### src/logic/pcm_params.svh
/*
 * PCM sample player sizes
 * ROM address width, FIFO depth, pointer table base and strobe divide
 */
`ifndef PCM_PARAMS_SVH
`define PCM_PARAMS_SVH

// byte address into the sample ROM
`define PCM_AW          16

// sample bytes buffered between fetch and play, power of two
`define PCM_FIFO_DEPTH  16

// start of the two-byte pointer table, low byte first
`define PCM_TABLE_BASE  16'h0090

// strobe rising edges per play tick
`define PCM_STROBE_DIV  3

`endif

### src/logic/pcm_pkg.sv
/*
 * PCM sample player types
 * sample, address, gain and sound widths, fetch states and the level to gain map
 */
`include "pcm_params.svh"

package pcm_pkg;

    typedef logic [7:0]          pcm_byte_t;
    typedef logic [`PCM_AW-1:0]  pcm_addr_t;
    typedef logic [5:0]          pcm_idx_t;
    typedef logic [1:0]          pcm_level_t;
    typedef logic [7:0]          pcm_gain_t;
    typedef logic signed [15:0]  pcm_snd_t;

    // pointer low byte, pointer high byte, then the sample bytes
    typedef enum logic [1:0] {
        IDLE,
        PTR_LO,
        PTR_HI,
        STREAM
    } fetch_st_e;

    // effects level to PCM gain
    function automatic pcm_gain_t level_gain(input pcm_level_t level);
        pcm_gain_t g;
        case (level)
            2'd0:    g = 8'h00;
            2'd1:    g = 8'h05;
            2'd2:    g = 8'h0A;
            default: g = 8'h14;
        endcase
        return g;
    endfunction

endpackage

### src/logic/pcm_stream_if.sv
/*
 * Sample byte stream
 * carries bytes with an end marker from fetcher to FIFO and FIFO to player
 */
interface pcm_stream_if;

    // entry offered (fetch side) or entry available (play side)
    logic               push;
    pcm_pkg::pcm_byte_t data;
    // end of sample, data is not played
    logic               last;
    // FIFO full (fetch side) or pop strobe (play side)
    logic               full;
    // empties the FIFO, fetch side only
    logic               flush;

    modport src (
        output push, data, last, flush,
        input  full
    );

    modport buf_in (
        input  push, data, last, flush,
        output full
    );

    modport buf_out (
        output push, data, last,
        input  full
    );

    modport sink (
        input  push, data, last,
        output full
    );

endinterface

### src/logic/pcm_fetch.sv
/*
 * PCM fetcher
 * reads the start address from the pointer table on a trigger edge, then
 * streams sample bytes from ROM into the FIFO until a zero byte or 0xFFFF
 */
`include "pcm_params.svh"

module pcm_fetch (
    input  logic               clk,
    input  logic               comb_rstn,
    input  logic               trig,
    input  pcm_pkg::pcm_idx_t  trig_idx,
    output logic               pcm_cs,
    output pcm_pkg::pcm_addr_t pcm_addr,
    input  pcm_pkg::pcm_byte_t pcm_data,
    input  logic               pcm_ok,
    output logic               active,
    pcm_stream_if.src          st
);

    pcm_pkg::fetch_st_e state;
    pcm_pkg::pcm_byte_t ptr_lo;
    pcm_pkg::pcm_byte_t hold;
    pcm_pkg::pcm_addr_t tbl_addr;
    logic               trig_l;
    logic               trig_edge;
    logic               rom_done;
    logic               hold_vld;
    logic               hold_last;

    assign trig_edge = trig & ~trig_l;
    assign rom_done  = pcm_cs & pcm_ok;

    // two bytes per table entry
    assign tbl_addr = pcm_pkg::pcm_addr_t'(`PCM_TABLE_BASE)
                    + pcm_pkg::pcm_addr_t'({trig_idx, 1'b0});

    assign st.push  = hold_vld;
    assign st.data  = hold;
    assign st.last  = hold_last;
    assign st.flush = trig_edge;

    assign active = (state != pcm_pkg::IDLE);

    // ROM data capture
    always_ff @(posedge clk) begin
        if (rom_done) begin
            if (state == pcm_pkg::PTR_LO) begin
                ptr_lo <= pcm_data;
            end
            if (state == pcm_pkg::STREAM) begin
                hold <= pcm_data;
            end
        end
    end

    always_ff @(posedge clk or negedge comb_rstn) begin
        if (!comb_rstn) begin
            trig_l    <= 1'b0;
            state     <= pcm_pkg::IDLE;
            pcm_cs    <= 1'b0;
            pcm_addr  <= '0;
            hold_vld  <= 1'b0;
            hold_last <= 1'b0;
        end else begin
            trig_l <= trig;
            if (trig_edge) begin
                // restart from any state, the FIFO is flushed in this cycle
                state     <= pcm_pkg::PTR_LO;
                pcm_cs    <= 1'b1;
                pcm_addr  <= tbl_addr;
                hold_vld  <= 1'b0;
                hold_last <= 1'b0;
            end else begin
                case (state)
                    pcm_pkg::PTR_LO: begin
                        if (rom_done) begin
                            pcm_cs   <= 1'b0;
                            pcm_addr <= pcm_addr + 1'b1;
                            state    <= pcm_pkg::PTR_HI;
                        end
                    end
                    pcm_pkg::PTR_HI: begin
                        if (!pcm_cs) begin
                            pcm_cs <= 1'b1;
                        end else if (pcm_ok) begin
                            pcm_cs   <= 1'b0;
                            pcm_addr <= {pcm_data, ptr_lo};
                            state    <= pcm_pkg::STREAM;
                        end
                    end
                    pcm_pkg::STREAM: begin
                        if (hold_vld) begin
                            // hold the byte until the FIFO takes it
                            if (!st.full) begin
                                hold_vld <= 1'b0;
                                if (hold_last) begin
                                    state <= pcm_pkg::IDLE;
                                end
                            end
                        end else if (!pcm_cs) begin
                            pcm_cs <= 1'b1;
                        end else if (pcm_ok) begin
                            pcm_cs    <= 1'b0;
                            hold_vld  <= 1'b1;
                            // zero byte or top of ROM ends the sample
                            hold_last <= (pcm_data == 8'h00) || (&pcm_addr);
                            pcm_addr  <= pcm_addr + 1'b1;
                        end
                    end
                    default: begin
                        pcm_cs <= 1'b0;
                    end
                endcase
            end
        end
    end

endmodule

### src/logic/pcm_fifo.sv
/*
 * PCM sample FIFO
 * circular buffer of sample bytes with end markers, flushed on retrigger
 */
`include "pcm_params.svh"

module pcm_fifo (
    input  logic          clk,
    input  logic          comb_rstn,
    pcm_stream_if.buf_in  wr,
    pcm_stream_if.buf_out rd,
    output logic          empty
);

    localparam int DEPTH = `PCM_FIFO_DEPTH;
    localparam int PW    = $clog2(DEPTH);

    // entry is {last, byte}
    logic [8:0]    mem [DEPTH];
    logic [PW-1:0] wr_ptr;
    logic [PW-1:0] rd_ptr;
    logic [PW:0]   count;
    logic          do_push;
    logic          do_pop;

    // flush wins over both ends
    assign do_push = wr.push & ~wr.full & ~wr.flush;
    assign do_pop  = rd.full & rd.push & ~wr.flush;

    assign wr.full = (count == (PW+1)'(DEPTH));
    assign empty   = (count == '0);
    assign rd.push = ~empty;
    assign rd.data = mem[rd_ptr][7:0];
    assign rd.last = mem[rd_ptr][8];

    always_ff @(posedge clk) begin
        if (do_push) begin
            mem[wr_ptr] <= {wr.last, wr.data};
        end
    end

    // pointers wrap naturally at the power-of-two depth
    always_ff @(posedge clk or negedge comb_rstn) begin
        if (!comb_rstn) begin
            wr_ptr <= '0;
            rd_ptr <= '0;
            count  <= '0;
        end else if (wr.flush) begin
            wr_ptr <= '0;
            rd_ptr <= '0;
            count  <= '0;
        end else begin
            if (do_push) begin
                wr_ptr <= wr_ptr + 1'b1;
            end
            if (do_pop) begin
                rd_ptr <= rd_ptr + 1'b1;
            end
            case ({do_push, do_pop})
                2'b10:   count <= count + 1'b1;
                2'b01:   count <= count - 1'b1;
                default: count <= count;
            endcase
        end
    end

endmodule

### src/logic/pcm_play.sv
/*
 * PCM player
 * divides the sample strobe into play ticks, takes one byte per tick,
 * removes the 0x80 offset and scales it by the effects gain
 */
`include "pcm_params.svh"

module pcm_play (
    input  logic                clk,
    input  logic                comb_rstn,
    input  logic                sample,
    input  pcm_pkg::pcm_level_t fx_level,
    pcm_stream_if.sink          rd,
    output pcm_pkg::pcm_snd_t   snd
);

    localparam int DIV = `PCM_STROBE_DIV;

    logic [DIV-1:0]     ring;
    logic               sample_l;
    logic               rise;
    logic               tick;
    pcm_pkg::pcm_byte_t held;
    pcm_pkg::pcm_gain_t gain;
    logic signed [8:0]  offs;

    assign rise = sample & ~sample_l;

    // pop only when the FIFO has an entry
    assign rd.full = tick & rd.push;

    // unsigned byte to signed, midpoint 0x80
    assign offs = $signed({1'b0, held}) - 9'sd128;

    // one-hot ring, a tick after every DIV-th strobe edge
    always_ff @(posedge clk or negedge comb_rstn) begin
        if (!comb_rstn) begin
            sample_l <= 1'b0;
            ring     <= DIV'(1);
            tick     <= 1'b0;
        end else begin
            sample_l <= sample;
            tick     <= 1'b0;
            if (rise) begin
                ring <= {ring[DIV-2:0], ring[DIV-1]};
                tick <= ring[DIV-1];
            end
        end
    end

    // held byte stays put on an empty FIFO
    always_ff @(posedge clk or negedge comb_rstn) begin
        if (!comb_rstn) begin
            held <= 8'h80;
        end else if (rd.full) begin
            held <= rd.last ? 8'h80 : rd.data;
        end
    end

    always_ff @(posedge clk or negedge comb_rstn) begin
        if (!comb_rstn) begin
            gain <= '0;
            snd  <= '0;
        end else begin
            gain <= pcm_pkg::level_gain(fx_level);
            snd  <= pcm_pkg::pcm_snd_t'(offs)
                  * pcm_pkg::pcm_snd_t'($signed({1'b0, gain}));
        end
    end

endmodule

### src/logic/pcm_snd.sv
/*
 * PCM sample player top
 * fetcher, sample FIFO and player joined by two byte streams
 */
module pcm_snd (
    input  logic                clk,
    input  logic                comb_rstn,
    // sound CPU port
    input  logic                trig,
    input  pcm_pkg::pcm_idx_t   trig_idx,
    // sample ROM
    output logic                pcm_cs,
    output pcm_pkg::pcm_addr_t  pcm_addr,
    input  pcm_pkg::pcm_byte_t  pcm_data,
    input  logic                pcm_ok,
    // strobe from the FM chip
    input  logic                sample,
    input  pcm_pkg::pcm_level_t fx_level,
    output pcm_pkg::pcm_snd_t   snd,
    output logic                busy
);

    logic active;
    logic fifo_empty;

    pcm_stream_if fetch_st ();
    pcm_stream_if play_st ();

    pcm_fetch u_fetch (
        .clk       (clk),
        .comb_rstn (comb_rstn),
        .trig      (trig),
        .trig_idx  (trig_idx),
        .pcm_cs    (pcm_cs),
        .pcm_addr  (pcm_addr),
        .pcm_data  (pcm_data),
        .pcm_ok    (pcm_ok),
        .active    (active),
        .st        (fetch_st)
    );

    pcm_fifo u_fifo (
        .clk       (clk),
        .comb_rstn (comb_rstn),
        .wr        (fetch_st),
        .rd        (play_st),
        .empty     (fifo_empty)
    );

    pcm_play u_play (
        .clk       (clk),
        .comb_rstn (comb_rstn),
        .sample    (sample),
        .fx_level  (fx_level),
        .rd        (play_st),
        .snd       (snd)
    );

    // busy until fetching is over and the last byte has left the FIFO
    assign busy = active | ~fifo_empty;

endmodule

### config.mk
export PLATFORM = sky130hd
export DESIGN_NAME = pcm_snd
export DESIGN_NICKNAME = d
export VERILOG_FILES = /design/src/logic/pcm_pkg.sv /design/src/logic/pcm_stream_if.sv /design/src/logic/pcm_fetch.sv /design/src/logic/pcm_fifo.sv /design/src/logic/pcm_play.sv /design/src/logic/pcm_snd.sv
export VERILOG_INCLUDE_DIRS = /design/src /design/src/logic
export SDC_FILE = /design/constraint.sdc
export NUM_CORES = 1
export LEC_CHECK = 0
export BUFFER_PORTS_ARGS = -buffer_cell sky130_fd_sc_hd__buf_2
export CORE_MARGIN = 2
export CORE_UTILIZATION = 55
export CTS_CLUSTER_SIZE = 40
export DETAILED_ROUTE_END_ITERATION = 7
export PLACE_DENSITY = 0.7
export SYNTH_ARGS = -nofsm -noshare
export SYNTH_HDL_FRONTEND = slang
export SYNTH_SLANG_ARGS = --single-unit
### constraint.sdc
create_clock -name clk -period 4.87 [get_ports clk]
set_clock_uncertainty 0.1 [all_clocks]
set_input_delay 0 -clock clk [delete_from_list [all_inputs] [get_ports clk]]
set_output_delay 0 -clock clk [all_outputs]
set_load 0.05 [all_outputs]
==> results of run 1 <==
==> sequential cells by signal (all words and copies together), names as in the netlist, 3 cells and up <==
name / count
u_fifo.count: 5
u_play.ring: 3
u_fetch.st.data: 8
u_fetch.ptr_lo: 8
u_play.held: 8
u_fifo.wr_ptr: 4
u_fifo.rd_ptr: 4
u_fetch.pcm_addr: 16
u_fifo.mem: 144
u_play.gain: 4
u_play.snd: 16
==> stage by stage <==
stage               power, mW  worst slack, ps  util [%]  hold WS, ps
global route             5.65              193      64.4         40.6
CTS                      5.45              546      64.4         7.13
global placement         3.53              638      59.2         17.5
floorplan                3.27              853         -         -396
detailed placement       3.58              570      59.2         24.5
finish                   5.42              534      64.4         26.8
==> worst min path at each step <==
stage	startpoint	endpoint	slack (ps)	depth (start not counted)
4_1_cts	sample	u_play.sample_l	7	2
2_1_floorplan	comb_rstn	u_fetch.pcm_addr[0]	-400	0
6_report	sample	u_play.sample_l	30	2
5_1_grt	sample	u_play.sample_l	40	2
3_3_place_gp	sample	u_play.sample_l	20	1
3_5_place_dp	sample	u_play.sample_l	20	1
==> kinds of logic (layout without fill, tap and decap cells) <==
kind of cell               after synthesis  count (layout)  share of synthesized area [%]
adders and majority gates               74              74                           10.1
muxes                                   63              63                           9.64
and+or+nand+nor                        203             203                           8.86
xor gates and xnor gates                20              20                           1.76
DFF                                    228             228                           59.1
buffers and inverters                  108             206                           3.92
AOI/OAI and AO/OA                      105             105                           6.56
==> cell type report <==
cell class                 count  area (sq um)
timing repair buffer          87           571
clock buffer                  32           661
fill                        1470          6950
clock inverter                12           148
inverter                      75           282
multi-input combinational    465          4070
sequential                   228          6510
tap                          265           332
==> placed cells by master, fill, tap and decap left out, drive strengths merged, types with 25 or more instances in the layout <==
master	synthesis	routed
a21oi	26	26
nor2	50	50
ha	49	49
dfrtp	66	66
mux2i	25	25
buf	18	66
inv	75	75
mux4	34	34
clkbuf	15	32
and2	28	28
nand2	60	60
edfxtp	160	160
fa	25	25
==> critical path, cell delays in order, from the launching register on <==
cell      delay, ps
dfstp_2         560
nand2b_1        150
inv_1           110
fa_1            570
fa_1            430
ha_1            290
inv_1            50
fa_1            530
inv_1            40
ha_1            330
and2_1          160
nand3b_1         90
a21boi_0        350
o22ai_1         180
o221a_2         270
==> power by group <==
| part | leakage [nW] | switching [mW] | internal (mW) |
|---|---|---|---|
| clock | 0.391 | 0.745 | 1.11 |
| combinational | 2.22 | 0.733 | 0.343 |
| sequential | 2.32 | 0.190 | 2.29 |
| total | 4.93 | 1.67 | 3.75 |
==> per-layer routing <==
| metal | up-vias | wire [um] |
|---|---|---|
| li1 | 3070 | - |
| met1 | 3376 | 9410 |
| met2 | 242 | 11300 |
| met3 | 52 | 1390 |
| met4 | 0 | 650 |
| met5 | - | 0 |
==> impl_results.md, run 1 <==
- Status: finished clean
- Final Slew Violations: 0
- Post-synthesis sequential area ratio: 59.1%
- Cell taking the most area after synthesis: edfxtp_1
- Overflow after GRT: 0
- Fraction of registers with async set/reset: 29.8%
- Share of cells above drive strength 1: 17.1%
- Boundary Pins: 55
- Worst reg-to-reg path cell count: 14
- Setup bufs post-CTS: 0
- Routed via count: 6740
- TritonCTS Buffers: 24
- Chip Height: 145 um
- Placed instance area: 0.0116 sq mm
- GPL Wtd Cong: 0.882
- Post-CTS Resized: 0
- Post-route clock period utilization: 89.0%
- Worst R2R End: u_play.snd[15]
- Antenna cells: 0
- DR pass1 iterations: 5
- Peak VDD IR: 0.000264 V
- GR Util met1: 30.1%
- Synth warn: 0
- Worst-path clk slew: 60 ps
- GRT Max-Usage Layer: met2
- Total Wirelength: 22800 um
- Worst-path fanout max: 5
- Total Nets Final: 976
- Clock latency on the worst-skew pair: 530 ps
- Cells after DPL: 1099
- Final hold vios: 0
- Routed len/inst: 19.6 um
- Met3 Use GR: 3.32%
- Max-cap violation count: 0
- Met2 Use GR: 37.4%
- Avg Inst Size Synth: 13.7 sq um
- CTS tree: built
- Critical Path Start: u_play.held[7]
- Worst-margin pin slew: 1060 ps
- PwrDens: 431 mW/mm^2
- IO buf count: 54
- Clock sink count: 228
- Most frequent cell after synthesis: edfxtp_1
- RSZ-0062 raised after global routing: false
- H-tree levels: 1
- Area Overhead vs Synth: 14.3%
- Final setup viols: 0
- Std cell rows: 51
- Top post-synthesis cells by area: edfxtp_1 (44%), dfrtp_1 (15%), mux4_2 (7.0%)
- Post-DP HPWL: 15400 um
- First-pass GRT wire length: 37300 um
- CTS Hold Bufs: 21
- CTS root buf: clkbuf_16
- Startpoint types: register
- Crit path time final: 4340 ps
- Global Route Usage Sum: 22.2%
- Leading cell types by count after synthesis: edfxtp_1 (160), inv_1 (75), dfrtp_1 (66)
- Antenna violations before repair: 0
- Routed vias/inst: 5.79
- Worst path required time: 5180 ps
- Type of the tightest min-delay check: in -> reg
- Largest net degree at the start of global routing: 69
- Initial Utilization: 56.4%
- End point of the critical path: u_play.snd[15]
- Core area: 0.0195 sq mm
- Netlist cell types: 59
- Achievable Freq: 231 MHz
- Synth top area share: 43.7%
- Pleak: 4.93 nW
- Slew headroom: 29.2%
- # DRC: 0
- Die ar.: 0.0212 sq mm
- Critical Path End Type: register
- Most used DFF post-synth: edfxtp_1
- Synth Net Count: 896
- Finished Cell Area: 0.0126 sq mm
- Antenna Nets Post-Route: 0
- Number of flops mapped to enable cells by yosys: 160
- Reg-to-reg startpoint: u_play.held[7]
- Vias in the first global route: 7042
- Syn Inst Count: 801
- CP Class: reg -> reg
- 1st-iter DRT viols: 488
- #FFs+latches synth: 228
- Synthesized area: 0.0110 sq mm
- Clock buffer depth: 3
- Setup TNS: 0 ps
- Critical Path AT: 4640 ps
- Die X: 145 um
- Non-filler cells, final: 1164
- Worst reg-to-reg setup slack: 530 ps
Note: power is estimated with default switching activity, not from simulation.
==> run 2: changes to the inputs <==
==> constraint.sdc (replaced) <==
create_clock -name clk -period 4.87 [get_ports clk]
set_clock_uncertainty 0.1 [all_clocks]
set_input_delay 0.7305 -clock clk [delete_from_list [all_inputs] [get_ports clk]]
set_output_delay 0.7305 -clock clk [all_outputs]
set_load 0.05 [all_outputs]
==> run 2 against run 1 <==
Die area unchanged. Critical endpoint unchanged. Register-to-register slack about the same. Via count down 1.0%. Final cell count down 1.8%. Clock power rose by 3%. Count of clock-buffer cells in the layout is 2 lower. Hold slack better by 210 ps. Global-route usage up 0.13 points. Utilization fell by 0.95 points. Worst setup slack improved by 1.8 ps. Design area shrank 1.5%.
==> impl_results.md, run 2 (synthesis results as in run 1) <==
- TritonCTS Buffers: 24
- Startpoint types: register
- Final Slew Violations: 0
- Antenna violations before repair: 1
- RSZ-0062 raised after global routing: false
- Worst-path fanout max: 5
- Pleak: 4.85 nW
- PwrDens: 442 mW/mm^2
- CTS Hold Bufs: 0
- Clock sink count: 228
- Status: finished clean
- IO buf count: 54
- Worst-margin pin slew: 1200 ps
- Std cell rows: 51
- Total internal power: 3.81 mW
- Finished Cell Area: 0.0124 sq mm
- Clock latency on the worst-skew pair: 520 ps
- Post-route clock period utilization: 89.0%
- Most frequent cells in the layout: edfxtp_1 (160), inv_1 (75), dfrtp_1 (65)
- Max-cap violation count: 0
- Top reg by flops: u_fifo.mem
- First-pass GRT wire length: 37400 um
- Routed len/inst: 20.1 um
- Share of cells above drive strength 1: 17.4%
- Initial Utilization: 56.4%
- Chip Height: 145 um
- Sw Share: 30.3%
- Final setup viols: 0
- Register area: 0.00651 sq mm
- Reg-to-reg startpoint: u_play.held[7]
- Largest net degree at the start of global routing: 45
- # DRC: 0
- Most common cell after layout, fill and taps aside: edfxtp_1
- HP Start: sample
- H-tree levels: 1
- Core area: 0.0195 sq mm
- Setup bufs post-CTS: 0
- Achievable Freq: 231 MHz
- CP Class: reg -> reg
- Global Route Usage Sum: 22.3%
- Net switching power figure: 1.66 mW
- Total Nets Final: 955
- Worst-path clk slew: 60 ps
- CTS tree: built
- Max reg flops: 144
- Area taken by multi-input logic gates: 0.00407 sq mm
- Critical Path End Type: register
- Worst path required time: 5170 ps
- Post-DP HPWL: 15900 um
- Critical Path AT: 4630 ps
- Boundary Pins: 55
- Overflow after GRT: 0
- Routed via count: 6671
- Die X: 145 um
- Type of the tightest min-delay check: in -> reg
- Top Registers: u_fifo.mem: 144 flops, u_fetch.pcm_addr: 16 flops, u_play.snd: 16 flops
- Fillers: 1531
- Die ar.: 0.0212 sq mm
- 1st-iter DRT viols: 560
- CTS root buf: clkbuf_16
- Placed instance area: 0.0116 sq mm
- Antenna Nets Post-Route: 0
- Slew headroom: 20.1%
- Clock buffer depth: 3
- Vias in the first global route: 6913
- DR pass1 iterations: 5
- Routed vias/inst: 5.84
- Total Wirelength: 23000 um
- Clk network pwr share: 35.2%
- Peak VDD IR: 0.000275 V
- Crit path time final: 4330 ps
- Sequential share of power: 45.4%
- Combinational share of power: 19.4%
- Critical Path Start: u_play.held[7]
- Area Overhead vs Synth: 12.6%
- Antenna cells: 0
- Final hold vios: 0
- GPL Wtd Cong: 0.901
- Setup TNS: 0 ps
- Post-CTS Resized: 0
-- run 2: layer usage --
layer  vias up  routed length, um  global-route usage (%)  part of all wire, %
met5         -                 13                       0                0.056
met4         2                516                    6.62                  2.2
met3        45               1580                    4.14                  6.9
met2       224              11400                    37.4                   50
met1      3370               9510                    30.2                   41
li1       3030                  -                       -                    -
-- run 2: worst paths after layout --
check | depth (start not counted) | slack, ps | to
max in group asynchronous | 2 | 3350 | u_play.ring[0]
setup / recovery | 14 | 540 | u_play.snd[15]
hold / removal | 1 | 240 | u_play.sample_l
hold reg to reg | 1 | 410 | u_play.tick
setup reg to reg | 14 | 540 | u_play.snd[15]
min in group asynchronous | 1 | 320 | u_fetch.pcm_addr[7]
-- run 2: power groups by stage --
| stage | clock network, mW | logic [mW] | registers [mW] |
|---|---|---|---|
| 6_report | 1.92 | 1.06 | 2.49 |
| 5_1_grt | 2.03 | 1.16 | 2.51 |
| 4_1_cts | 1.95 | 1.06 | 2.48 |
| 3_5_place_dp | 0 | 1.06 | 2.52 |
| 3_3_place_gp | 0 | 1.03 | 2.50 |
| 2_1_floorplan | 0 | 0.584 | 2.68 |
-- run 2: stage by stage --
stage               cells  setup WS [ps]  hold WS (ps)  utilization, %  power [mW]
floorplan             801            853           335               -        3.27
finish               1143            536           240            63.4        5.47
global route         1143            251           232            63.4        5.70
global placement     1099            644           377            59.2        3.53
CTS                  1143            503           221            63.4        5.50
detailed placement   1099            525           396            59.2        3.58
-- run 2: worst max-delay path, cell delays in order (launching register included) --
cell      delay (ps)
dfstp_2          560
nand2b_1         160
inv_1            110
fa_1             570
fa_1             430
ha_1             290
inv_1             50
fa_1             530
inv_1             40
ha_1             330
and2_1           170
nand3b_1         100
a21boi_0         340
o22ai_1          190
o221a_2          270
-- run 2: final cells by class --
class | instances | area share (%)
clock buffers | 30 | 5.11
inverters | 75 | 2.27
multi-input cells | 465 | 32.8
clock inverters | 14 | 1.65
flip-flops and latches | 228 | 52.6
repair buffers | 66 | 2.91
well taps | 265 | 2.68
